File: src/logic/mem_pkg.sv
`default_nettype none

package mem_pkg;

    // packet sram geometry
    localparam int mem_depth = 256;
    localparam int addr_width = $clog2(mem_depth);

    // one extra bit so a full load of 256 fits
    localparam int count_width = addr_width + 1;

    typedef logic [addr_width-1:0] addr_t;
    typedef logic [count_width-1:0] count_t;

    typedef enum logic [2:0] {
        idle            = 3'd0,
        prepare         = 3'd1,
        stream          = 3'd2,
        wait_fifo_stall = 3'd3,
        stall           = 3'd4
    } cntl_state_t;

endpackage

`default_nettype wire

File: src/logic/packet_pkg.sv
`default_nettype none

package packet_pkg;

    // packet word
    localparam int packet_width = 16;

    typedef logic [packet_width-1:0] packet_t;

    // edge processing elements feeding write-backs
    localparam int num_edge_pe = 4;

    typedef logic [num_edge_pe-1:0] edge_vec_t;

    // serial frame, one bit per cycle, msb first
    localparam int bit_cnt_width = $clog2(packet_width);
    localparam int last_bit = packet_width - 1;

    typedef logic [bit_cnt_width-1:0] bit_cnt_t;

endpackage

`default_nettype wire

File: src/logic/packet_cntl.sv
`timescale 1ns/1ps
`default_nettype none

module packet_cntl (
    input  logic           clk,
    input  logic           reset,
    input  logic           sos,
    input  logic           eos,
    input  logic           word_valid,
    input  logic           full,
    input  logic           fifo_stall,
    input  logic           cntl_done,
    input  logic           replay_iter_flag,
    input  logic           load_grant,
    input  logic           wb_grant,
    input  logic           read_grant,
    output logic           load_req,
    output mem_pkg::addr_t load_addr,
    output logic           wb_enable,
    output mem_pkg::addr_t wr_addr,
    output logic           read_req,
    output mem_pkg::addr_t rd_addr,
    output logic           cen_hold,
    output logic           mem2fifo_valid
);

    mem_pkg::cntl_state_t state;
    mem_pkg::cntl_state_t state_next;
    mem_pkg::count_t      load_cnt;
    mem_pkg::count_t      load_len;
    mem_pkg::count_t      load_total;
    mem_pkg::addr_t       wr_ptr;
    mem_pkg::addr_t       rd_ptr;
    logic                 replay;
    logic                 rd_pending;

    assign replay = replay_iter_flag &&
                    (state != mem_pkg::idle) && (state != mem_pkg::prepare);

    // words beyond the sram depth are dropped
    assign load_req   = (state == mem_pkg::prepare) && word_valid &&
                        (load_cnt < mem_pkg::count_t'(mem_pkg::mem_depth));
    assign load_addr  = mem_pkg::addr_t'(load_cnt);
    assign load_total = load_cnt + mem_pkg::count_t'(load_grant);

    assign wb_enable = (state == mem_pkg::stream) || (state == mem_pkg::wait_fifo_stall);
    assign read_req  = (state == mem_pkg::stream) && !full && !replay_iter_flag &&
                       (rd_ptr != wr_ptr);
    assign cen_hold  = (state == mem_pkg::stall);

    assign wr_addr = wr_ptr;
    assign rd_addr = rd_ptr;

    always_comb begin
        state_next = state;
        case (state)
            mem_pkg::idle: begin
                if (sos) begin
                    state_next = mem_pkg::prepare;
                end
            end
            mem_pkg::prepare: begin
                // final word, if any, is written on the eos cycle
                if (eos) begin
                    state_next = mem_pkg::stream;
                end
            end
            mem_pkg::stream: begin
                if (cntl_done) begin
                    state_next = mem_pkg::stall;
                end else if (fifo_stall) begin
                    state_next = mem_pkg::wait_fifo_stall;
                end
            end
            mem_pkg::wait_fifo_stall: begin
                if (!fifo_stall) begin
                    state_next = mem_pkg::stream;
                end
            end
            mem_pkg::stall: begin
                // a new frame reloads the program
                if (sos) begin
                    state_next = mem_pkg::prepare;
                end
            end
            default: begin
                state_next = mem_pkg::idle;
            end
        endcase
        if (replay) begin
            state_next = mem_pkg::stream;
        end
    end

    always_ff @(posedge clk or negedge reset) begin
        if (!reset) begin
            state          <= mem_pkg::idle;
            load_cnt       <= '0;
            load_len       <= '0;
            wr_ptr         <= '0;
            rd_ptr         <= '0;
            rd_pending     <= 1'b0;
            mem2fifo_valid <= 1'b0;
        end else begin
            state <= state_next;

            // sram cycle, then output register
            rd_pending     <= read_grant;
            mem2fifo_valid <= rd_pending && !replay_iter_flag &&
                              (state_next != mem_pkg::stall);

            if (sos && (state_next == mem_pkg::prepare)) begin
                load_cnt <= '0;
            end else if (load_grant) begin
                load_cnt <= load_cnt + 1'b1;
            end

            if ((state == mem_pkg::prepare) && eos) begin
                load_len <= load_total;
                wr_ptr   <= mem_pkg::addr_t'(load_total);
                rd_ptr   <= '0;
            end else if (replay) begin
                wr_ptr <= mem_pkg::addr_t'(load_len);
                rd_ptr <= '0;
            end else begin
                // circular queue, wraps at the sram depth
                if (wb_grant) begin
                    wr_ptr <= wr_ptr + 1'b1;
                end
                if (read_grant) begin
                    rd_ptr <= rd_ptr + 1'b1;
                end
            end
        end
    end

    a_no_valid_in_stall: assert property (
        @(posedge clk) disable iff (!reset)
        $rose(mem2fifo_valid) |-> (state != mem_pkg::stall)
    );

    a_no_read_when_full: assert property (
        @(posedge clk) disable iff (!reset)
        full |-> !(read_req || read_grant)
    );

endmodule

`default_nettype wire

File: src/logic/packet_mem_top.sv
`timescale 1ns/1ps
`default_nettype none

module packet_mem_top (
    input  logic                  clk,
    input  logic                  reset,
    input  logic                  bank_data,
    input  logic                  sos,
    input  logic                  eos,
    input  logic                  dp_valid,
    input  packet_pkg::packet_t   dp_packet,
    input  packet_pkg::edge_vec_t edge_valid,
    input  packet_pkg::packet_t   edge_packets [packet_pkg::num_edge_pe],
    input  logic                  full,
    input  logic                  fifo_stall,
    input  logic                  cntl_done,
    input  logic                  replay_iter_flag,
    output logic                  mem2fifo_valid,
    output packet_pkg::packet_t   mem2fifo_packet,
    output logic                  sram_cen
);

    logic                word_valid;
    packet_pkg::packet_t word_data;
    logic                load_req;
    mem_pkg::addr_t      load_addr;
    logic                wb_enable;
    mem_pkg::addr_t      wr_addr;
    logic                read_req;
    mem_pkg::addr_t      rd_addr;
    logic                cen_hold;
    logic                load_grant;
    logic                wb_grant;
    logic                read_grant;
    logic                sram_wen;
    mem_pkg::addr_t      sram_addr;
    packet_pkg::packet_t sram_wdata;

    packet_rx u_rx (
        .clk        (clk),
        .reset      (reset),
        .bank_data  (bank_data),
        .sos        (sos),
        .eos        (eos),
        .word_valid (word_valid),
        .word_data  (word_data)
    );

    packet_cntl u_cntl (
        .clk              (clk),
        .reset            (reset),
        .sos              (sos),
        .eos              (eos),
        .word_valid       (word_valid),
        .full             (full),
        .fifo_stall       (fifo_stall),
        .cntl_done        (cntl_done),
        .replay_iter_flag (replay_iter_flag),
        .load_grant       (load_grant),
        .wb_grant         (wb_grant),
        .read_grant       (read_grant),
        .load_req         (load_req),
        .load_addr        (load_addr),
        .wb_enable        (wb_enable),
        .wr_addr          (wr_addr),
        .read_req         (read_req),
        .rd_addr          (rd_addr),
        .cen_hold         (cen_hold),
        .mem2fifo_valid   (mem2fifo_valid)
    );

    sram_arbiter u_arb (
        .clk          (clk),
        .reset        (reset),
        .load_req     (load_req),
        .load_data    (word_data),
        .load_addr    (load_addr),
        .wb_enable    (wb_enable),
        .dp_valid     (dp_valid),
        .dp_packet    (dp_packet),
        .edge_valid   (edge_valid),
        .edge_packets (edge_packets),
        .wr_addr      (wr_addr),
        .read_req     (read_req),
        .rd_addr      (rd_addr),
        .cen_hold     (cen_hold),
        .load_grant   (load_grant),
        .wb_grant     (wb_grant),
        .read_grant   (read_grant),
        .sram_cen     (sram_cen),
        .sram_wen     (sram_wen),
        .sram_addr    (sram_addr),
        .sram_wdata   (sram_wdata)
    );

    packet_sram u_sram (
        .clk        (clk),
        .sram_cen   (sram_cen),
        .sram_wen   (sram_wen),
        .sram_addr  (sram_addr),
        .sram_wdata (sram_wdata),
        .rdata      (mem2fifo_packet)
    );

endmodule

`default_nettype wire

File: src/logic/packet_rx.sv
`timescale 1ns/1ps
`default_nettype none

module packet_rx (
    input  logic                clk,
    input  logic                reset,
    input  logic                bank_data,
    input  logic                sos,
    input  logic                eos,
    output logic                word_valid,
    output packet_pkg::packet_t word_data
);

    logic                 in_frame;
    logic                 sample;
    packet_pkg::bit_cnt_t bit_cnt;
    packet_pkg::packet_t  shift_reg;

    // data bits only between sos and eos
    assign sample = in_frame && !sos && !eos;

    always_ff @(posedge clk or negedge reset) begin
        if (!reset) begin
            in_frame   <= 1'b0;
            bit_cnt    <= '0;
            word_valid <= 1'b0;
        end else begin
            word_valid <= sample &&
                          (bit_cnt == packet_pkg::bit_cnt_t'(packet_pkg::last_bit));
            if (sos) begin
                in_frame <= 1'b1;
                bit_cnt  <= '0;
            end else if (eos) begin
                // partial word is dropped here
                in_frame <= 1'b0;
                bit_cnt  <= '0;
            end else if (sample) begin
                bit_cnt <= bit_cnt + 1'b1;
            end
        end
    end

    always_ff @(posedge clk) begin
        if (sample) begin
            shift_reg <= {shift_reg[packet_pkg::packet_width-2:0], bank_data};
        end
    end

    // stable for the cycle word_valid is high
    assign word_data = shift_reg;

    // completed words only surface while the frame is still open
    a_valid_in_frame: assert property (
        @(posedge clk) disable iff (!reset)
        word_valid |-> in_frame
    );

endmodule

`default_nettype wire

File: src/logic/packet_sram.sv
`timescale 1ns/1ps
`default_nettype none

module packet_sram (
    input  logic                clk,
    input  logic                sram_cen,
    input  logic                sram_wen,
    input  mem_pkg::addr_t      sram_addr,
    input  packet_pkg::packet_t sram_wdata,
    output packet_pkg::packet_t rdata
);

    packet_pkg::packet_t mem [mem_pkg::mem_depth];
    packet_pkg::packet_t rd_q;

    // single port, cen low enables, wen low writes
    always_ff @(posedge clk) begin
        if (!sram_cen) begin
            if (!sram_wen) begin
                mem[sram_addr] <= sram_wdata;
            end else begin
                rd_q <= mem[sram_addr];
            end
        end
    end

    // output register toward the fifo
    // lines data up with the registered valid in the controller
    always_ff @(posedge clk) begin
        rdata <= rd_q;
    end

endmodule

`default_nettype wire

File: src/logic/sram_arbiter.sv
`timescale 1ns/1ps
`default_nettype none

module sram_arbiter (
    input  logic                  clk,
    input  logic                  reset,
    input  logic                  load_req,
    input  packet_pkg::packet_t   load_data,
    input  mem_pkg::addr_t        load_addr,
    input  logic                  wb_enable,
    input  logic                  dp_valid,
    input  packet_pkg::packet_t   dp_packet,
    input  packet_pkg::edge_vec_t edge_valid,
    input  packet_pkg::packet_t   edge_packets [packet_pkg::num_edge_pe],
    input  mem_pkg::addr_t        wr_addr,
    input  logic                  read_req,
    input  mem_pkg::addr_t        rd_addr,
    input  logic                  cen_hold,
    output logic                  load_grant,
    output logic                  wb_grant,
    output logic                  read_grant,
    output logic                  sram_cen,
    output logic                  sram_wen,
    output mem_pkg::addr_t        sram_addr,
    output packet_pkg::packet_t   sram_wdata
);

    logic                dp_win;
    logic                edge_win;
    logic                wb_any;
    logic                edge_hit;
    packet_pkg::packet_t edge_data;

    always_comb begin
        edge_hit  = 1'b0;
        edge_data = '0;
        // scan downward so the lowest index wins
        for (int i = packet_pkg::num_edge_pe - 1; i >= 0; i--) begin
            if (edge_valid[i]) begin
                edge_hit  = 1'b1;
                edge_data = edge_packets[i];
            end
        end
    end

    // load, then datapath, then edge pe, then read
    assign wb_any   = wb_enable && (dp_valid || edge_hit);
    assign dp_win   = wb_enable && dp_valid && !cen_hold && !load_req;
    assign edge_win = wb_enable && edge_hit && !dp_valid && !cen_hold && !load_req;

    assign load_grant = load_req && !cen_hold;
    assign wb_grant   = dp_win || edge_win;
    assign read_grant = read_req && !cen_hold && !load_req && !wb_any;

    always_comb begin
        sram_addr  = rd_addr;
        sram_wdata = '0;
        if (load_grant) begin
            sram_addr  = load_addr;
            sram_wdata = load_data;
        end else if (dp_win) begin
            sram_addr  = wr_addr;
            sram_wdata = dp_packet;
        end else if (edge_win) begin
            sram_addr  = wr_addr;
            sram_wdata = edge_data;
        end
    end

    // wen low means write
    assign sram_wen = !(load_grant || wb_grant);
    assign sram_cen = cen_hold;

    a_one_grant: assert property (
        @(posedge clk) disable iff (!reset)
        $onehot0({load_grant, wb_grant, read_grant})
    );

endmodule

`default_nettype wire

File: config.mk
export PLATFORM = sky130hd
export DESIGN_NAME = packet_mem_top
export DESIGN_NICKNAME = d
export VERILOG_FILES = /design/src/logic/mem_pkg.sv /design/src/logic/packet_pkg.sv /design/src/logic/packet_cntl.sv /design/src/logic/packet_mem_top.sv /design/src/logic/packet_rx.sv /design/src/logic/packet_sram.sv /design/src/logic/sram_arbiter.sv
export SDC_FILE = /design/constraint.sdc
export NUM_CORES = 2
export LEC_CHECK = 0
export ABC_AREA = 0
export BUFFER_PORTS_ARGS = -buffer_cell sky130_fd_sc_hd__buf_2
export CORE_UTILIZATION = 36
export CTS_CLUSTER_SIZE = 40
export DETAILED_ROUTE_END_ITERATION = 16
export PLACE_DENSITY = 0.51
export SLEW_MARGIN = 20
export SYNTH_ARGS = -nofsm -noshare
export SYNTH_HDL_FRONTEND = slang
export SYNTH_SLANG_ARGS = --single-unit
File: constraint.sdc
create_clock -name clk -period 12.95 [get_ports clk]
set_input_delay 0.6475 -clock clk [delete_from_list [all_inputs] [get_ports clk]]
set_output_delay 0.6475 -clock clk [all_outputs]
set_load 0.01 [all_outputs]
# == Word-level counts from Yosys, hierarchy flattened ==
# Memory sizes are Yosys's and may differ from the RTL's. A register that Yosys moved wholly into a read port is not among the register bits.
# Cells that the tools add are included.
# word_totals
ff_bits,76
latch_bits,0
ramBits,4096
rom_bits,0
in_bits,94
output_inout_bits,18
elab_cells,114
memories,1
# memory_table
name,words,width,read_ports,rd_clocked_by_memory_dff,write_ports,line_no,source
u_sram.mem,256,16,1,1,1,packet_sram.sv:13,packet_pkg::packet_t mem [mem_pkg::mem_depth];
# op_classes
add_sub_neg,5
n_mul,0
div,0
magnitude_cmp,1
n_eq_ne,9
shift,0
muxes,37
bitwise,2
reduce_logical,47
# ops
op,n
$mux 16,7
$mux 8,9
$logic_and 1x1->1,26
$mux 3,6
$mux 9,2
$add 8x1->8 const B,2
$mux 4,3
$pmux 3 s4,1
$reduce_bool 3->1,4
$add 9x1->9 const B,1
$lt 9x9->1 const B,1
$mux 1,9
$add 8x1->8,1
$logic_not 1->1,8
$ne 8x8->1,1
$eq 3x1->1 const B,2
$eq 3x2->1 const B,2
$add 4x1->4 const B,1
$eq 4x4->1 const B,1
$logic_or 1x1->1,4
$reduce_bool 2->1,2
$eq 3x3->1 const B,1
$logic_not 3->1,1
$ne 3x1->1 const B,1
other kinds (4),5

# == Longest topological paths before layout ==
# depth
ltp_word,13
mapped_depth,15
mapped_depth_nobuf,13

# == By module ==
# A second synthesis with hierarchy kept.
# unflattened
cells_unflattened,7127
hier_area_um2,159480.5
# modules_own_cells
module,instances,cells_each,area_each_um2,seq_area_each_um2
packet_sram,1,6720,155561.7,123798.7
packet_cntl,1,235,2172.1,950.9
sram_arbiter,1,132,970.9,0.0
packet_rx,1,40,775.7,630.6

# == Worst setup path after synthesis ==
# No wires, ideal clock.
# synth_timing
kind,flip-flop to flip-flop
startpoint,reg u_cntl.state[2]
endpoint,"mem u_sram.mem[0][0] (netlist name), data pin"
setup_ns,1.393
arrival_ns,7.801
required_time_ns,11.557
setup_slack_ns,3.756
stages_incl_launch_ff,8
path_buffers,2
period_less_slack_ns,9.194
cell_sequence,dfrtp_1 -> or3b_1 -> or2_2 -> inv_2 -> clkbuf_1 -> buf_1 -> a221oi_1 -> nor2_1
# synth_between
elab_chain_cells,9
elab_cells_between_ends,20
classes_between,eq/ne (4); mux (3); reduce/logical (13)
# synth_rtl
element,line_no,source
"start, declared",packet_cntl.sv:27,mem_pkg::cntl_state_t state;
"start signal, assigned",packet_cntl.sv:97,state <= mem_pkg::idle;
"start signal, assigned",packet_cntl.sv:105,state <= state_next;
$eq 3x2->1,packet_cntl.sv:46,assign wb_enable = (state == mem_pkg::stream) || (state == mem_pkg::wait_fifo_stall);
$logic_or 1x1->1,packet_cntl.sv:46,
$logic_and 1x1->1 (4 in series),sram_arbiter.sv:49,assign edge_win = wb_enable && edge_hit && !dp_valid && !cen_hold && !load_req;
$mux 16,sram_arbiter.sv:64,end else if (edge_win) begin
$mux 16,sram_arbiter.sv:61,end else if (dp_win) begin
$mux 16 (*),sram_arbiter.sv:58,if (load_grant) begin
named net sram_wdata[0],packet_mem_top.sv:37,packet_pkg::packet_t sram_wdata;
"end, declared",packet_sram.sv:13,
# The timed path passes the listed nets; every way through them passes the cells marked *.

# == Final worst setup path ==
# layout_timing
startpoint,reg u_cntl.state[0]
endpoint,"reg u_sram.rd_q[10], read port of u_sram.mem, data pin"
# layout_between
elab_chain_cells,10
elab_cells_between_ends,25
classes_between,eq/ne (4); mux (3); bitwise (2); reduce/logical (16)
# layout_rtl
element,line_no,source
"parallel branches: the longest is 10 deep, another holds $mux 8",-,
"end, declared",packet_sram.sv:14,packet_pkg::packet_t rd_q;
# Several ways; the timed one is not identified.
# A chain may end at the register's enable or synchronous reset.

==> metrics.csv <==
stage,metric,value,unit
status,status,completed,
cells_and_area,fillers,41300,
power_and_ir_drop,Design Power,45.3,mW
yosys,yosys warns,0,
yosys,asr flop ratio synth,0.0105,
yosys,Seq cells post-synth,4188,
cells_and_area,area of the multi-input gates,36200,um^2
cells_and_area,"commonest non-fill, non-tap cells in the layout","edfxtp_1, nand2_1, a21oi_1",
cells_and_area,nets,12100,
cts,clock-pin slew on the worst setup and hold paths,60,ps
sta,PnR worst setup slack,5580,ps
die,DIE WIDTH,678,um
detailed_routing,drt drc,0,
setup_path,crit-path cells,or3b_1 > or2_2 > inv_2 > o31a_2 > buf_4 > buf_4 > mux2i_1 > mux2i_1 > a32o_1 > a221oi_1 > o22ai_1 > o31ai_1 > o2111ai_1,
yosys,sequential share of the synthesized area,0.762,
setup_path,Worst Path Required,13660,ps
cts,clock sink count,4188,
sta,TNS Setup,0,ps
die,Die Y-Extent,678,um
cells_and_area,layout cells sized above 1,0.106,
cts,CTS H-tree depth,5,
detailed_routing,vias post-DR,105000,
setup_path,r2r setup slk,5580,ps
detailed_routing,Routed Antenna Nets,0,
global_route,GRT Total Usage,0.215,
setup_path,crit-path max FO,47,
global_route,initial antenna violation count,17,
power_and_ir_drop,peak supply drop,0.000231,V
setup_path,Critical Path Max Stage Delay,870,ps
detailed_routing,DR vias/cell,5.72,
global_route,gr ovfl total,0,
die,# IOs,112,
setup_path,CP Data Arrival Time,8080,ps
detailed_routing,DR iter-0 viols,12600,
die,total die area,460000,um^2
yosys,"Top FF cell, synth",edfxtp_1,
detailed_routing,post-detailed-route wirelength per cell,28.1,um
sta,final setup violation count,0,
power_and_ir_drop,PwrDens,242,nW/um^2
hold_path,min-delay worst type,primary input to asynchronous set/reset pin,
setup_path,crit start category,flip-flop,
cells_and_area,Storage cell area,125000,um^2
cts,Clock Latency Late Sink,1020,ps
yosys,syn_nets,11900,
sta,min Tclk post-route,7370,ps
global_route,vias in the first global route,99400,
cells_and_area,"most common cell after layout, fill and taps aside",edfxtp_1,
sta,RSZ-0062 raised after global routing,false,
cts,CTS tree,yes,
cts,CTS Buffer Depth,4,
sta,actual slew at the worst max-slew pin,1240,ps
power_and_ir_drop,Leak Pwr,64.1,nW
placed_design,dpl ws,5550,ps
global_route,largest net degree at the start of global routing,186,
sta,"Slew Viols, Final",0,
yosys,cell count after synthesis,11800,
die,FP Rows,247,
placed_design,Final Wtd Congestion,0.839,
setup_path,crit end category,flip-flop,
cells_and_area,Post-Route Utilization,0.413,
sta,f_max,136,MHz
yosys,Synth Cell Area,165000,um^2
die,core area,454000,um^2
setup_path,CP max stage cell,o31a_2,
sta,Final period util,0.569,
sta,Rel. slew slack,0.172,
job,max-cap violations,0,
sta,Layout Skew,66.9,ps
yosys,"EDFF count, synth",4128,
placed_design,hpwl dp,287000,um
detailed_routing,Routed WL,514000,um
cells_and_area,Syn-to-layout area delta,13.9,%
setup_path,critical path class,flip-flop to flip-flop,
cts,Root Buffer,clkbuf_16,
die,Starting Density,0.363,
yosys,Avg Inst Size Synth,13.9,um^2
global_route,first-pass GRT wire length,730000,um
cts,TritonCTS Buffers,433,
placed_design,Port Buf Inserts,111,
yosys,Yosys cell types,54,
detailed_routing,First-pass DRT Iterations,6,
sta,Final Hold Fails,0,
flip-flops by register name (all words and copies together) (netlist names), 3 cells and up:
register / flops
u_cntl.load_len: 8
u_sram.rdata: 16
u_cntl.load_cnt: 9
u_rx.bit_cnt: 4
u_sram.mem: 4096
u_cntl.state: 3
u_cntl.rd_addr: 8
u_rx.word_data: 16
u_sram.rd_q: 16
u_cntl.wr_addr: 8
stage by stage:
step	hold WS, ps	cell area [um^2]	std cells
floorplan	323	165000	11800
global placement	336	173000	17500
detailed placement	333	173000	17500
CTS	124	187000	18300
global route	192	187000	18300
finish	196	187000	18300
synth_stat cells (3+ instances only):
library cell  count  share of area
a21oi_1        1856          0.056
nor4_1           82         0.0031
mux2i_1         104         0.0063
o31ai_1          45         0.0021
a22oi_1        1041          0.047
a32o_1           32         0.0019
a221oi_1         43         0.0023
nand4_1           7        0.00027
nand2b_1          7        0.00027
or2_2             3        0.00011
nand2_1        2382          0.054
nor2b_1           3        0.00011
buf_6            15         0.0010
or3_1             4        0.00015
o21a_1            5        0.00023
buf_2           153         0.0047
a31oi_1           5        0.00019
o22ai_1          49         0.0019
clkbuf_1        556          0.013
nand3_1          96         0.0029
nor2_1          346         0.0079
a211oi_1        256          0.012
buf_4             8        0.00037
xnor2_1          18        0.00096
o2111ai_1        16        0.00085
dfrtp_1          44         0.0067
nor3_1           10        0.00030
dfxtp_1          16         0.0019
a221oi_2          4        0.00037
inv_1            11        0.00025
buf_1           143         0.0033
o31ai_2           4        0.00030
xor2_1           14        0.00075
edfxtp_1       4128           0.75
o21ai_0          33         0.0010
ha_1              6        0.00046
and3_1          260         0.0099
cell type report:
type,count,area share
Sequential cell,4188,0.669
Multi-Input combinational cell,6753,0.193
Clock buffer,524,0.0598
Tap cell,5976,0.0399
Timing Repair Buffer,562,0.0236
Clock inverter,260,0.0138
Inverter,12,0.000280
Antenna cell,16,0.000214
critical path, delay by kind of cell (launching register included):
| kind | cells | cell delay [ps] |
|---|---|---|
| AO/OA/AOI/OAI | 6 | 3380 |
| buffers and inverters | 3 | 1720 |
| AND/OR/NAND/NOR | 2 | 1020 |
| flip-flops | 1 | 480 |
| multiplexers | 2 | 360 |
cells by family after synthesis:
family                   Yosys count  synth area share
AO/OA/AOI/OAI                   3402             0.127
buffers and inverters            887            0.0223
adder cells (fa/ha/maj)            6          0.000456
AND/OR/NAND/NOR                 3208            0.0798
flip-flops                      4188             0.762
XOR/XNOR                          32           0.00170
multiplexers                     105           0.00640
metal layers:
metal / up-vias / GRT usage / wire length, um
met1: 54100 / 0.316 / 225000
met3: 693 / 0.0334 / 41800
met5: - / 0 / 14
met4: 4 / 0.0655 / 15800
li1: 45300 / - / -
met2: 4612 / 0.330 / 231000
where the power goes:
group | switching, mW | internal, mW | total, mW
clock network | 5.33 | 6.90 | 12.2
logic | 12.4 | 4.32 | 16.7
registers | 0.195 | 16.2 | 16.4
total | 17.9 | 27.4 | 45.3
repair_timing:
action | CTS | global route
hold buffers | 8 | 0
hold endpoints to repair | 55 | 0
resized for setup | 0 | 0
setup buffers | 0 | 0
path summary, 6_finish.rpt:
check / startpoint / to / cells after the start
worst max-delay path: u_cntl.state[0] / u_sram.rd_q[10] / 13
worst min-delay path: reset / u_cntl.mem2fifo_valid / 2
worst min register to register: u_sram.rd_q[8] / u_sram.rdata[8] / 0
min in group clk: dp_valid / u_cntl.rd_pending / 3
worst max register to register: u_cntl.state[0] / u_sram.rd_q[10] / 13
max in group asynchronous: reset / u_cntl.load_len[0] / 2
(Power assumes the default switching activity.)
